--- src/source/MmioPkg.sv ---
/* Address map, timing constants and bus types shared by the MMIO subsystem.
   Every access is a full 32-bit word; there are no byte selects or bus errors.
   UartBitCycles is kept short for simulation and is not a real baud rate. */
`default_nettype none

package MmioPkg;

	localparam int AddrBits = 12;
	localparam int DataBits = 32;

	// register offsets, region taken from addr[11:8]
	localparam logic [AddrBits-1:0] TimerLow = 12'h000;
	localparam logic [AddrBits-1:0] TimerHigh = 12'h004;
	localparam logic [AddrBits-1:0] UartRxData = 12'h100;
	localparam logic [AddrBits-1:0] UartTxData = 12'h104;
	localparam logic [AddrBits-1:0] UartStatus = 12'h108;
	localparam logic [AddrBits-1:0] GpioIn = 12'h200;
	localparam logic [AddrBits-1:0] GpioOut = 12'h204;
	localparam logic [AddrBits-1:0] GpioDir = 12'h208;
	localparam logic [AddrBits-1:0] GpioSet = 12'h210;
	localparam logic [AddrBits-1:0] GpioClear = 12'h214;

	// one microsecond per carry of the 16-bit accumulator
	localparam logic [15:0] TimerFracStep = 16'd524;

	localparam int UartBitCycles = 16;
	localparam int UartCountBits = $clog2(UartBitCycles);
	localparam int UartFifoDepth = 8;
	localparam int FifoAddrBits = $clog2(UartFifoDepth);
	localparam int FifoCountBits = FifoAddrBits + 1;

	typedef struct packed {
		logic cyc;
		logic stb;
		logic we;
		logic [AddrBits-1:0] addr;
		logic [DataBits-1:0] writeData;
	} WbRequest;

	typedef struct packed {
		logic ack;
		logic [DataBits-1:0] readData;
	} WbResponse;

	typedef enum logic [1:0] {
		SelTimer = 2'd0,
		SelUart = 2'd1,
		SelGpio = 2'd2,
		SelNone = 2'd3
	} PeriphSelect;

	typedef enum logic [1:0] {
		ArbIdle = 2'd0,
		ArbBusy0 = 2'd1,
		ArbBusy1 = 2'd2
	} ArbState;

	typedef enum logic [1:0] {
		UartIdle = 2'd0,
		UartStart = 2'd1,
		UartData = 2'd2,
		UartStop = 2'd3
	} UartState;

endpackage

`default_nettype wire

--- src/source/BusArbiter.sv ---
/* Round-robin grant of one Wishbone classic bus between two masters.
   A master keeps the grant as long as it holds cyc, so it should drop cyc
   between accesses to let the other side in. Unmapped regions ack with zero. */
`timescale 1ns/10ps
`default_nettype none

module BusArbiter (
	input wire logic clock,
	input wire logic rst,
	input wire MmioPkg::WbRequest master0Req,
	input wire MmioPkg::WbRequest master1Req,
	output MmioPkg::WbResponse master0Resp,
	output MmioPkg::WbResponse master1Resp,
	output MmioPkg::WbRequest periphReq,
	output logic timerSel,
	output logic uartSel,
	output logic gpioSel,
	input wire MmioPkg::WbResponse timerResp,
	input wire MmioPkg::WbResponse uartResp,
	input wire MmioPkg::WbResponse gpioResp
);
	import MmioPkg::*;

	ArbState arbState;
	logic lastGrant;
	PeriphSelect periphSel;
	logic periphStb;
	logic noneAck;
	WbResponse selResp;

	always_ff @(posedge clock)
	begin
		if (rst)
		begin
			arbState <= ArbIdle;
			lastGrant <= 1'b1;
			noneAck <= 1'b0;
		end
		else
		begin
			// unmapped region answers by itself one cycle after stb
			noneAck <= periphStb && periphSel == SelNone && !noneAck;
			case (arbState)
				ArbIdle:
				begin
					if (master0Req.cyc && (!master1Req.cyc || lastGrant))
					begin
						arbState <= ArbBusy0;
						lastGrant <= 1'b0;
					end
					else if (master1Req.cyc)
					begin
						arbState <= ArbBusy1;
						lastGrant <= 1'b1;
					end
				end
				ArbBusy0:
				begin
					if (!master0Req.cyc)
						arbState <= ArbIdle;
				end
				ArbBusy1:
				begin
					if (!master1Req.cyc)
						arbState <= ArbIdle;
				end
				default:
					arbState <= ArbIdle;
			endcase
		end
	end

	assign periphReq = (arbState == ArbBusy0) ? master0Req :
		(arbState == ArbBusy1) ? master1Req : '0;
	assign periphStb = periphReq.cyc && periphReq.stb;

	always_comb
	begin
		case (periphReq.addr[11:8])
			4'h0: periphSel = SelTimer;
			4'h1: periphSel = SelUart;
			4'h2: periphSel = SelGpio;
			default: periphSel = SelNone;
		endcase
	end

	assign timerSel = periphStb && periphSel == SelTimer;
	assign uartSel = periphStb && periphSel == SelUart;
	assign gpioSel = periphStb && periphSel == SelGpio;

	always_comb
	begin
		case (periphSel)
			SelTimer: selResp = timerResp;
			SelUart: selResp = uartResp;
			SelGpio: selResp = gpioResp;
			default: selResp = '{ack: noneAck, readData: '0};
		endcase
	end

	// the waiting master sees nothing until it is granted
	assign master0Resp = (arbState == ArbBusy0) ? selResp : '0;
	assign master1Resp = (arbState == ArbBusy1) ? selResp : '0;

	ackToRequester: assert property (@(posedge clock) disable iff (rst)
		!(master0Resp.ack && !master0Req.stb) && !(master1Resp.ack && !master1Req.stb));
	periphAckFollowsSel: assert property (@(posedge clock) disable iff (rst)
		(timerSel || uartSel || gpioSel) && !selResp.ack |=> selResp.ack);

endmodule

`default_nettype wire

--- src/source/GpioPort.sv ---
/* 32-bit GPIO with output, direction, set and clear registers.
   Direction is only an output to the pads; no tri-state drivers here. */
`timescale 1ns/10ps
`default_nettype none

module GpioPort (
	input wire logic clock,
	input wire logic rst,
	input wire MmioPkg::WbRequest bus,
	input wire logic sel,
	output MmioPkg::WbResponse resp,
	input wire logic [MmioPkg::DataBits-1:0] gpioIn,
	output logic [MmioPkg::DataBits-1:0] gpioOut,
	output logic [MmioPkg::DataBits-1:0] gpioDir
);
	import MmioPkg::*;

	logic ack;
	logic write;
	logic [DataBits-1:0] readData;
	logic [DataBits-1:0] inMeta;
	logic [DataBits-1:0] inSync;

	assign write = sel && !ack && bus.we;

	// writes land on the same edge that raises ack
	always_ff @(posedge clock)
	begin
		if (rst)
		begin
			ack <= 1'b0;
			gpioOut <= '0;
			gpioDir <= '0;
		end
		else
		begin
			ack <= sel && !ack;
			if (write)
			begin
				case (bus.addr)
					GpioOut: gpioOut <= bus.writeData;
					GpioDir: gpioDir <= bus.writeData;
					GpioSet: gpioOut <= gpioOut | bus.writeData;
					GpioClear: gpioOut <= gpioOut & ~bus.writeData;
					default: gpioOut <= gpioOut;
				endcase
			end
		end
	end

	always_ff @(posedge clock)
	begin
		inMeta <= gpioIn;
		inSync <= inMeta;
		case (bus.addr)
			GpioIn: readData <= inSync;
			GpioOut, GpioSet, GpioClear: readData <= gpioOut;
			GpioDir: readData <= gpioDir;
			default: readData <= '0;
		endcase
	end

	assign resp = '{ack: ack, readData: readData};

endmodule

`default_nettype wire

--- src/source/MicroTimer.sv ---
/* Free-running 64-bit microsecond counter. The step in the package assumes a
   125 MHz clock; writes are acked and have no effect. */
`timescale 1ns/10ps
`default_nettype none

module MicroTimer (
	input wire logic clock,
	input wire logic rst,
	input wire MmioPkg::WbRequest bus,
	input wire logic sel,
	output MmioPkg::WbResponse resp
);
	import MmioPkg::*;

	logic [15:0] frac;
	logic [16:0] fracSum;
	logic [63:0] count;
	logic ack;
	logic [DataBits-1:0] readData;

	// carry out of bit 16 marks one microsecond
	assign fracSum = {1'b0, frac} + {1'b0, TimerFracStep};

	always_ff @(posedge clock)
	begin
		if (rst)
		begin
			frac <= '0;
			count <= '0;
			ack <= 1'b0;
		end
		else
		begin
			frac <= fracSum[15:0];
			if (fracSum[16])
				count <= count + 64'd1;
			ack <= sel && !ack;
		end
	end

	always_ff @(posedge clock)
	begin
		case (bus.addr)
			TimerLow: readData <= count[31:0];
			TimerHigh: readData <= count[63:32];
			default: readData <= '0;
		endcase
	end

	assign resp = '{ack: ack, readData: readData};

endmodule

`default_nettype wire

--- src/source/MmioSubsystem.sv ---
/* Peripheral subsystem top: two Wishbone classic masters, one shared bus,
   timer, UART and GPIO. All accesses are 32 bits wide. */
`timescale 1ns/10ps
`default_nettype none

module MmioSubsystem (
	input wire logic clock,
	input wire logic rst,
	input wire MmioPkg::WbRequest master0Req,
	input wire MmioPkg::WbRequest master1Req,
	output MmioPkg::WbResponse master0Resp,
	output MmioPkg::WbResponse master1Resp,
	output logic uartTx,
	input wire logic uartRx,
	input wire logic [MmioPkg::DataBits-1:0] gpioIn,
	output logic [MmioPkg::DataBits-1:0] gpioOut,
	output logic [MmioPkg::DataBits-1:0] gpioDir
);
	import MmioPkg::*;

	WbRequest periphReq;
	WbResponse timerResp;
	WbResponse uartResp;
	WbResponse gpioResp;
	logic timerSel;
	logic uartSel;
	logic gpioSel;

	BusArbiter arbiter (
		.clock(clock),
		.rst(rst),
		.master0Req(master0Req),
		.master1Req(master1Req),
		.master0Resp(master0Resp),
		.master1Resp(master1Resp),
		.periphReq(periphReq),
		.timerSel(timerSel),
		.uartSel(uartSel),
		.gpioSel(gpioSel),
		.timerResp(timerResp),
		.uartResp(uartResp),
		.gpioResp(gpioResp)
	);

	MicroTimer timer (
		.clock(clock),
		.rst(rst),
		.bus(periphReq),
		.sel(timerSel),
		.resp(timerResp)
	);

	UartPort uart (
		.clock(clock),
		.rst(rst),
		.bus(periphReq),
		.sel(uartSel),
		.resp(uartResp),
		.uartTx(uartTx),
		.uartRx(uartRx)
	);

	GpioPort gpio (
		.clock(clock),
		.rst(rst),
		.bus(periphReq),
		.sel(gpioSel),
		.resp(gpioResp),
		.gpioIn(gpioIn),
		.gpioOut(gpioOut),
		.gpioDir(gpioDir)
	);

endmodule

`default_nettype wire

--- src/source/UartPort.sv ---
/* 8N1 UART with 8-entry transmit and receive FIFOs, no parity, no flow control.
   A write to a full transmit FIFO and a byte received into a full receive FIFO
   are both dropped. Reading an empty receive FIFO returns zero. */
`timescale 1ns/10ps
`default_nettype none

module UartPort (
	input wire logic clock,
	input wire logic rst,
	input wire MmioPkg::WbRequest bus,
	input wire logic sel,
	output MmioPkg::WbResponse resp,
	output logic uartTx,
	input wire logic uartRx
);
	import MmioPkg::*;

	logic [7:0] txMem [UartFifoDepth];
	logic [7:0] rxMem [UartFifoDepth];
	logic [FifoAddrBits-1:0] txWrPtr;
	logic [FifoAddrBits-1:0] txRdPtr;
	logic [FifoAddrBits-1:0] rxWrPtr;
	logic [FifoAddrBits-1:0] rxRdPtr;
	logic [FifoCountBits-1:0] txCount;
	logic [FifoCountBits-1:0] rxCount;
	logic txFull;
	logic txEmpty;
	logic rxFull;
	logic rxReady;
	logic access;
	logic txPush;
	logic txPop;
	logic rxPush;
	logic rxPop;
	logic ack;
	logic [DataBits-1:0] readData;

	UartState txState;
	UartState rxState;
	logic [UartCountBits-1:0] txCycle;
	logic [UartCountBits-1:0] rxCycle;
	logic [2:0] txBitIdx;
	logic [2:0] rxBitIdx;
	logic [7:0] txShift;
	logic [7:0] rxShift;
	logic txBitEnd;
	logic rxBitEnd;
	logic rxMidBit;
	logic rxSync1;
	logic rxSync2;
	logic rxPrev;

	assign txFull = txCount == FifoCountBits'(UartFifoDepth);
	assign txEmpty = txCount == '0;
	assign rxFull = rxCount == FifoCountBits'(UartFifoDepth);
	assign rxReady = rxCount != '0;

	assign access = sel && !ack;
	assign txPush = access && bus.we && bus.addr == UartTxData && !txFull;
	assign rxPop = access && !bus.we && bus.addr == UartRxData && rxReady;
	assign txPop = txState == UartIdle && !txEmpty;
	assign rxPush = rxState == UartStop && rxBitEnd && rxSync2 && !rxFull;

	assign txBitEnd = txCycle == UartCountBits'(UartBitCycles - 1);
	assign rxBitEnd = rxCycle == UartCountBits'(UartBitCycles - 1);
	assign rxMidBit = rxCycle == UartCountBits'(UartBitCycles / 2 - 1);

	always_ff @(posedge clock)
	begin
		if (rst)
		begin
			ack <= 1'b0;
			txWrPtr <= '0;
			txRdPtr <= '0;
			txCount <= '0;
			rxWrPtr <= '0;
			rxRdPtr <= '0;
			rxCount <= '0;
		end
		else
		begin
			ack <= access;
			if (txPush)
				txWrPtr <= txWrPtr + 1'b1;
			if (txPop)
				txRdPtr <= txRdPtr + 1'b1;
			if (rxPush)
				rxWrPtr <= rxWrPtr + 1'b1;
			if (rxPop)
				rxRdPtr <= rxRdPtr + 1'b1;
			txCount <= txCount + FifoCountBits'(txPush) - FifoCountBits'(txPop);
			rxCount <= rxCount + FifoCountBits'(rxPush) - FifoCountBits'(rxPop);
		end
	end

	always_ff @(posedge clock)
	begin
		if (txPush)
			txMem[txWrPtr] <= bus.writeData[7:0];
		if (rxPush)
			rxMem[rxWrPtr] <= rxShift;
		case (bus.addr)
			UartRxData: readData <= rxReady ? {24'd0, rxMem[rxRdPtr]} : '0;
			UartStatus: readData <= {28'd0, txFull, txEmpty, rxFull, rxReady};
			default: readData <= '0;
		endcase
	end

	assign resp = '{ack: ack, readData: readData};

	// transmitter, start bit goes out the cycle after the pop
	always_ff @(posedge clock)
	begin
		if (rst)
		begin
			txState <= UartIdle;
			txCycle <= '0;
			txBitIdx <= '0;
			txShift <= '0;
			uartTx <= 1'b1;
		end
		else
		begin
			case (txState)
				UartIdle:
				begin
					txCycle <= '0;
					uartTx <= 1'b1;
					if (txPop)
					begin
						txShift <= txMem[txRdPtr];
						uartTx <= 1'b0;
						txState <= UartStart;
					end
				end
				UartStart:
				begin
					txCycle <= txCycle + 1'b1;
					if (txBitEnd)
					begin
						txBitIdx <= '0;
						uartTx <= txShift[0];
						txState <= UartData;
					end
				end
				UartData:
				begin
					txCycle <= txCycle + 1'b1;
					if (txBitEnd && txBitIdx == 3'd7)
					begin
						uartTx <= 1'b1;
						txState <= UartStop;
					end
					else if (txBitEnd)
					begin
						txBitIdx <= txBitIdx + 1'b1;
						txShift <= {1'b0, txShift[7:1]};
						uartTx <= txShift[1];
					end
				end
				default:
				begin
					txCycle <= txCycle + 1'b1;
					if (txBitEnd)
						txState <= UartIdle;
				end
			endcase
		end
	end

	// receiver samples mid-bit, counted from the start bit's falling edge
	always_ff @(posedge clock)
	begin
		if (rst)
		begin
			rxSync1 <= 1'b1;
			rxSync2 <= 1'b1;
			rxPrev <= 1'b1;
			rxState <= UartIdle;
			rxCycle <= '0;
			rxBitIdx <= '0;
			rxShift <= '0;
		end
		else
		begin
			rxSync1 <= uartRx;
			rxSync2 <= rxSync1;
			rxPrev <= rxSync2;
			case (rxState)
				UartIdle:
				begin
					rxCycle <= '0;
					if (rxPrev && !rxSync2)
						rxState <= UartStart;
				end
				UartStart:
				begin
					rxCycle <= rxMidBit ? '0 : rxCycle + 1'b1;
					rxBitIdx <= '0;
					// a start bit that is high again at mid-bit was a glitch
					if (rxMidBit)
						rxState <= rxSync2 ? UartIdle : UartData;
				end
				UartData:
				begin
					rxCycle <= rxCycle + 1'b1;
					if (rxBitEnd)
					begin
						rxShift <= {rxSync2, rxShift[7:1]};
						rxBitIdx <= rxBitIdx + 1'b1;
						if (rxBitIdx == 3'd7)
							rxState <= UartStop;
					end
				end
				default:
				begin
					rxCycle <= rxCycle + 1'b1;
					if (rxBitEnd)
						rxState <= UartIdle;
				end
			endcase
		end
	end

	txIdleHigh: assert property (@(posedge clock) disable iff (rst)
		txState == UartIdle |-> uartTx);
	ackWithSel: assert property (@(posedge clock) disable iff (rst)
		ack |-> sel);

endmodule

`default_nettype wire

--- config.mk ---
export PLATFORM = sky130hd
export DESIGN_NAME = MmioSubsystem
export DESIGN_NICKNAME = d
export VERILOG_FILES = /design/src/source/MmioPkg.sv /design/src/source/BusArbiter.sv /design/src/source/GpioPort.sv /design/src/source/MicroTimer.sv /design/src/source/MmioSubsystem.sv /design/src/source/UartPort.sv
export SDC_FILE = /design/constraint.sdc
export NUM_CORES = 1
export LEC_CHECK = 0
export BUFFER_PORTS_ARGS = -buffer_cell sky130_fd_sc_hd__buf_2
export CAP_MARGIN = 20
export CORE_AREA = 2 2 132 263
export DETAILED_ROUTE_END_ITERATION = 10
export DIE_AREA = 0 0 134 265
export GPL_ROUTABILITY_DRIVEN = 1
export MAX_ROUTING_LAYER = met4
export PLACE_DENSITY_LB_ADDON = 0.3
export SYNTH_ARGS = -nofsm -noshare
export SYNTH_HDL_FRONTEND = slang
export SYNTH_SLANG_ARGS = --single-unit
export TNS_END_PERCENT = 10
--- constraint.sdc ---
create_clock -name clock -period 4.35 [get_ports clock]
set_clock_uncertainty 0.15 [all_clocks]
set_input_delay 0.87 -clock clock [delete_from_list [all_inputs] [get_ports clock]]
set_output_delay 0.87 -clock clock [all_outputs]
set_load 0.005 [all_outputs]
Word-level counts from Yosys, hierarchy flattened:

Memory sizes are Yosys's and may differ from the RTL's. A register that Yosys moved wholly into a read port is not among the register bits.
Cells that the tools add are included.

* register bits after elaboration: 369
* RAM bits: 128
* output and inout bits: 131
* memories kept: 2

* $add $sub $neg: 14
* equality and inequality tests: 41
* mux-type cells: 55
* bitwise gates (word level): 3
* reduce and logical (&&, ||, !) cells: 63

Memory list
* uart.rxMem: words 8, width 8, read ports 1, clocked after Yosys merged registers in 1, write ports 1, RTL line UartPort.sv:19 `logic [7:0] rxMem [UartFifoDepth];`
* uart.txMem: words 8, width 8, read ports 1, clocked after Yosys merged registers in 1, write ports 1, RTL line UartPort.sv:18 `logic [7:0] txMem [UartFifoDepth];`

Operators by type and width (number)
* one-hot mux 32 bit (3 select lines): 2
* one-hot mux 32 bit (2 select lines): 2
* one-hot mux 33 bit (3 select lines): 1
* 2-to-1 mux 47 bit: 2
* 2-to-1 mux 33 bit: 2
* adder 64 x 1 -> 64 bit, second input constant: 1
* equality test 12 x 10 -> 1 bit, second input constant: 5
* equality test 12 x 9 -> 1 bit, second input constant: 3
* bitwise AND 32 bit: 1
* 2-to-1 mux 8 bit: 4
* inverter 32 bit: 1
* OR 32 bit: 1
* 2-to-1 mux 2 bit: 14
* 2-to-1 mux 3 bit: 8
* one-hot mux 2 bit (3 select lines): 4
* logical AND 1 bit: 23
* adder 3 x 1 -> 3 bit, second input constant: 6
* adder 16 x 10 -> 17 bit, second input constant: 1
* equality test 4 bit, second input constant: 4
* inequality test 2 x 1 -> 1 bit, second input constant: 8
* one-hot mux 8 bit (2 select lines): 1
* equality test 12 x 3 -> 1 bit, second input constant: 1
* equality test 2 bit, second input constant: 6
* zero test 12 bit: 1
* other kinds (29): 74

Longest topological paths before layout:

* word-level depth: 13
* gate-level depth with buffers: 14

Cells and area by module:

Synthesis repeated with hierarchy kept, for this count alone.

* cells, all modules: 2036
* area, all modules: 21260.4 um2

By module, submodules not included
* UartPort: instances 1, cells an instance 586, area an instance 8401.8 um2, seq. area each 5305.1 um2
* GpioPort: instances 1, cells an instance 548, area an instance 5696.7 um2, seq. area each 3223.1 um2
* MicroTimer: instances 1, cells an instance 568, area an instance 4979.8 um2, seq. area each 2222.1 um2
* BusArbiter: instances 1, cells an instance 334, area an instance 2182.1 um2, seq. area each 80.1 um2

Worst setup path after synthesis:

No wires, ideal clock.

* path kind: input-to-reg
* from: input port master1Req[42] in the netlist's numbering
* to: memory uart.txMem[0][0] (enable)
* setup time: 0.398 ns
* arrival: 2.909 ns
* path slack: 0.894 ns
* cell stages on the path: 6
* buffers on the path: 1
* cell sequence: nor2_1 -> o22ai_1 -> nor4_1 -> nor4bb_1 -> buf_2 -> nor4b_1

* longest elaborated chain between the ends: 12
* elaborated cells between the ends (all ways): 15

Ends and longest elaborated chain
* start, declared: RTL line MmioSubsystem.sv:10 `input wire MmioPkg::WbRequest master1Req,`
* 2-to-1 mux 47 bit *: RTL line BusArbiter.sv:74 `(arbState == ArbBusy1) ? master1Req : '0;`
* 2-to-1 mux 47 bit *: RTL line BusArbiter.sv:73 `assign periphReq = (arbState == ArbBusy0) ? master0Req :`
* equality test 4 x 2 -> 1 bit (tied with other cells): RTL line BusArbiter.sv:79 `case (periphReq.addr[11:8])`
* one-hot mux 2 bit (3 select lines): RTL line BusArbiter.sv:79
* equality test 2 x 1 -> 1 bit: RTL line BusArbiter.sv:88 `assign uartSel = periphStb && periphSel == SelUart;`
* logical AND 1 bit: RTL line BusArbiter.sv:88
* logical AND 1 bit: RTL line UartPort.sv:58 `assign access = sel && !ack;`
* logical AND 1 bit: RTL line UartPort.sv:59 `assign txPush = access && bus.we && bus.addr == UartTxData && !txFull;`
* logical AND 1 bit * (2 in a row): RTL line UartPort.sv:59
* via uart.txPush: RTL line UartPort.sv:31 `logic txPush;`
* 2-to-1 mux 1 bit *: RTL line UartPort.sv:98 `if (txPush)`
* 2-to-1 mux 1 bit (not written as such) *: RTL line UartPort.sv:99 `txMem[txWrPtr] <= bus.writeData[7:0];`
* end, declared: RTL line UartPort.sv:18

Mark *: on every way through the listed nets, which the timed path passes. The rest lies on a longest branch.

==> impl_metrics.env <==
export IMPL_final_min_clock_period_ns=4.085
export IMPL_detailedRoute_firstIterationViolations=1324
export IMPL_cts_tree="yes"
export IMPL_initial_antenna_violation_count=8
export IMPL_syn2layout_area_growth_pct=17.09
export IMPL_use_met3=0.04647
export IMPL_synth_nets=1905
export IMPL_globalRouteMet2Util=0.5252
export IMPL_synth_edff_count=128
export IMPL_detailed_place_hpwl_mm=37.13
export IMPL_placeableCoreArea_um2=33400
export IMPL_synth_commonest_cells="dfxtp_1 (349), nor2_1 (230), edfxtp_1 (128)"
export IMPL_clock_tree_htree_level_count=2
export IMPL_drive_gt1_frac=0.2167
export IMPL_power_ir_vdd_worst_mv=0.4150
export IMPL_synthesis_area_um2=18880
export IMPL_routed_wirelength_mm=52.41
export IMPL_grt_setup_unrepaired="false"
export IMPL_yosys_top_cells_area="dfxtp_1 (37%), edfxtp_1 (20%), nor2_1 (4.6%), mux4_2 (3.8%), a22o_1 (2.1%)"
export IMPL_starting_density=0.5653
export IMPL_slew_headroom=0.2767
export IMPL_worstPathRequired_ns=3.33
export IMPL_synth_cells=1746
export IMPL_routed_via_density=5.940
export IMPL_grt_start_max_net_pins=133
export IMPL_num_nets_final=2140
export IMPL_worst_slew_pin_transition_ns=1.077
export IMPL_pre_cts_slack_ns=0.5383
export IMPL_grt_overflow_total=0
export IMPL_antenna_left=0
export IMPL_synth_yosys_seq_area_share=0.5735
export IMPL_power_density_nw_per_um2=434.6
export IMPL_fmax_ghz=0.2448
export IMPL_insertion_delay_ns=0.56
export IMPL_fillers=2536
export IMPL_status="complete, no violations"
export IMPL_drt_wirelength_per_cell_um=21.32
export IMPL_cp_max_fo=18
export IMPL_io_pins=260
export IMPL_leading_register_cell_type_out_of_synthesis="dfxtp_1"
export IMPL_cts_sink_count=477
export IMPL_synth_top_area_cell="dfxtp_1"
export IMPL_floorplan_die_area_um2=35510
export IMPL_globalplace_congestion=0.9348
export IMPL_ctsLongestPathBuffers=3
export IMPL_post_synth_top_area_share=0.3700
export IMPL_grt_total_usage=0.3044
export IMPL_cts_made_buffers=40
export IMPL_postSynthRegisterBits=477
export IMPL_clockRootBuffer="clkbuf_16"
export IMPL_dieWidth_um=134
export IMPL_synth_most_common_cell="dfxtp_1"
export IMPL_crit_path_end_kind="output port"
export IMPL_buffer_ports_inserted=259
export IMPL_cts_clk_slew_worst_paths_ns=0.07
export IMPL_setup_slack_ns=0.2649
export IMPL_via_count=14600
export IMPL_cap_violations=0
export IMPL_finalCritPeriodShare=0.9391
export IMPL_synth_yosys_warnings=0
export IMPL_hold_viol=0
export IMPL_drc=0
export IMPL_critPathArrivalTime_ns=3.07
export IMPL_total_leakage_power_nw=8.514
export IMPL_grt_first_pass_wirelength_mm=80.91
export IMPL_post_cts_setup_buffer_count=0
export IMPL_async_flop_share=0
export IMPL_dr_pass1_iters=7
export IMPL_critPathKind="flop to output port"
export IMPL_synth_avg_cell_area_um2=10.82
export IMPL_worst_r2r_setup_slack_ns=0.89
export IMPL_rows=95
export IMPL_startpoint_type="flop"
export IMPL_first_global_vias=14630
export IMPL_report_final_setup_viol=0
export IMPL_die_height_um=265
export IMPL_drv_slew=0
export IMPL_synthDistinctLibCells=65
export IMPL_setup_total_negative_slack_ns=0
export IMPL_hp_class="flop to flop"
export IMPL_globalRouteMet1Util=0.3206
export IMPL_busiest_layer="met2"
-- area by class of cell --
class / count / area (um^2) / share of cell area
clock inverter: 23 / 241.5 / 0.01092
inverter: 106 / 397.9 / 0.01800
tap: 436 / 545.5 / 0.02467
clock buffer: 50 / 1084 / 0.04901
antenna: 10 / 25.02 / 0.001132
sequential: 477 / 10830 / 0.4898
multi-input combinational: 1053 / 7296 / 0.3300
timing repair buffer: 303 / 1690 / 0.07645
-- routing by layer --
metal | up-vias | routed length, um
met2 | 587 | 27010
met5 | - | 0
met1 | 7040 | 18170
li1 | 6796 | -
met3 | 178 | 3235
met4 | 0 | 3996
-- worst max-delay path, stage by stage, from the launching register on --
cell,delay (ns)
dfxtp_1,0.66
nand2b_2,0.34
o22ai_1,0.18
nor3_4,0.61
buf_4,0.32
a22oi_1,0.15
nor2_1,0.13
buf_2,0.12
-- final timing paths --
| check | startpoint | depth (start not counted) | end |
|---|---|---|---|
| max | arbiter.arbState[1]$_SDFFE_PP0P_ | 7 | master1Resp[16] |
| min | gpio.inMeta[20]$_DFF_P_ | 0 | gpio.inSync[20]$_DFF_P_ |
| max reg2reg | arbiter.arbState[0]$_SDFFE_PP0P_ | 12 | uart.rxCount[2]$_SDFF_PP0_ |
| min reg2reg | gpio.inMeta[20]$_DFF_P_ | 0 | gpio.inSync[20]$_DFF_P_ |
-- cells in the final DEF (no fill, tap or decap), types with 11 or more instances in the layout --
master / netlist / final
buf_2: 10 / 258
nand3_1: 30 / 30
xnor2_1: 39 / 39
a21oi_1: 79 / 79
or3_1: 25 / 25
clkinv_2: 0 / 13
a22oi_1: 51 / 51
mux2i_1: 27 / 27
o32ai_1: 29 / 29
inv_1: 106 / 106
a222oi_1: 32 / 32
and3_1: 11 / 11
mux4_2: 32 / 32
o21ai_0: 46 / 45
nor3_1: 39 / 34
ha_1: 28 / 28
a211oi_1: 41 / 41
dfxtp_1: 349 / 349
nand4_1: 27 / 27
a22o_1: 46 / 46
nand2_1: 73 / 73
nor2_1: 230 / 227
o22a_1: 11 / 11
nor4_1: 12 / 12
clkbuf_16: 0 / 41
xor2_1: 35 / 35
buf_4: 0 / 40
edfxtp_1: 128 / 128
-- power by group --
part	switching, mW	internal [mW]
clock network	1.64	2.03
logic	0.636	0.508
registers	0.123	4.67
total	2.40	7.21
-- per-stage QoR --
stage | utilization | std cells | hold slack [ns] | area, um^2 | power, mW
detailed placement | 0.6205 | 2374 | 0.1621 | 20730 | 6.030
finish | 0.6620 | 2458 | 0.1700 | 22110 | 9.610
CTS | 0.6602 | 2447 | 0.1739 | 22050 | 9.646
global route | 0.6618 | 2456 | 0.1750 | 22110 | 9.951
floorplan | - | 1746 | 0.1596 | 18880 | 5.688
global placement | 0.6205 | 2374 | 0.1603 | 20730 | 5.985
-- registers in the layout, indices dropped and copies added, names as in the netlist, 14 cells and up, named ones only --
register and count:
gpio.inSync 32, timer.readData 32, gpio.inMeta 32, gpio.gpioOut 32, uart.txMem 64, uart.rxMem 64, gpio.readData 32, gpio.gpioDir 32
timer.count 64, timer.frac 14
-- what timing repair did --
action,CTS,global route
hold buffers,0,0
gates resized for setup,0,1
endpoints found under the setup margin,0,28
-- cell families after synthesis --
logic type               synth area share
multiplexers                      0.05367
AO/OA/AOI/OAI                      0.1374
buffers and inverters             0.04400
AND/OR/NAND/NOR                    0.1364
flip-flops                         0.5735
adder cells (fa/ha/maj)           0.02067
XOR/XNOR                          0.03432
(Power assumes the default switching activity.)
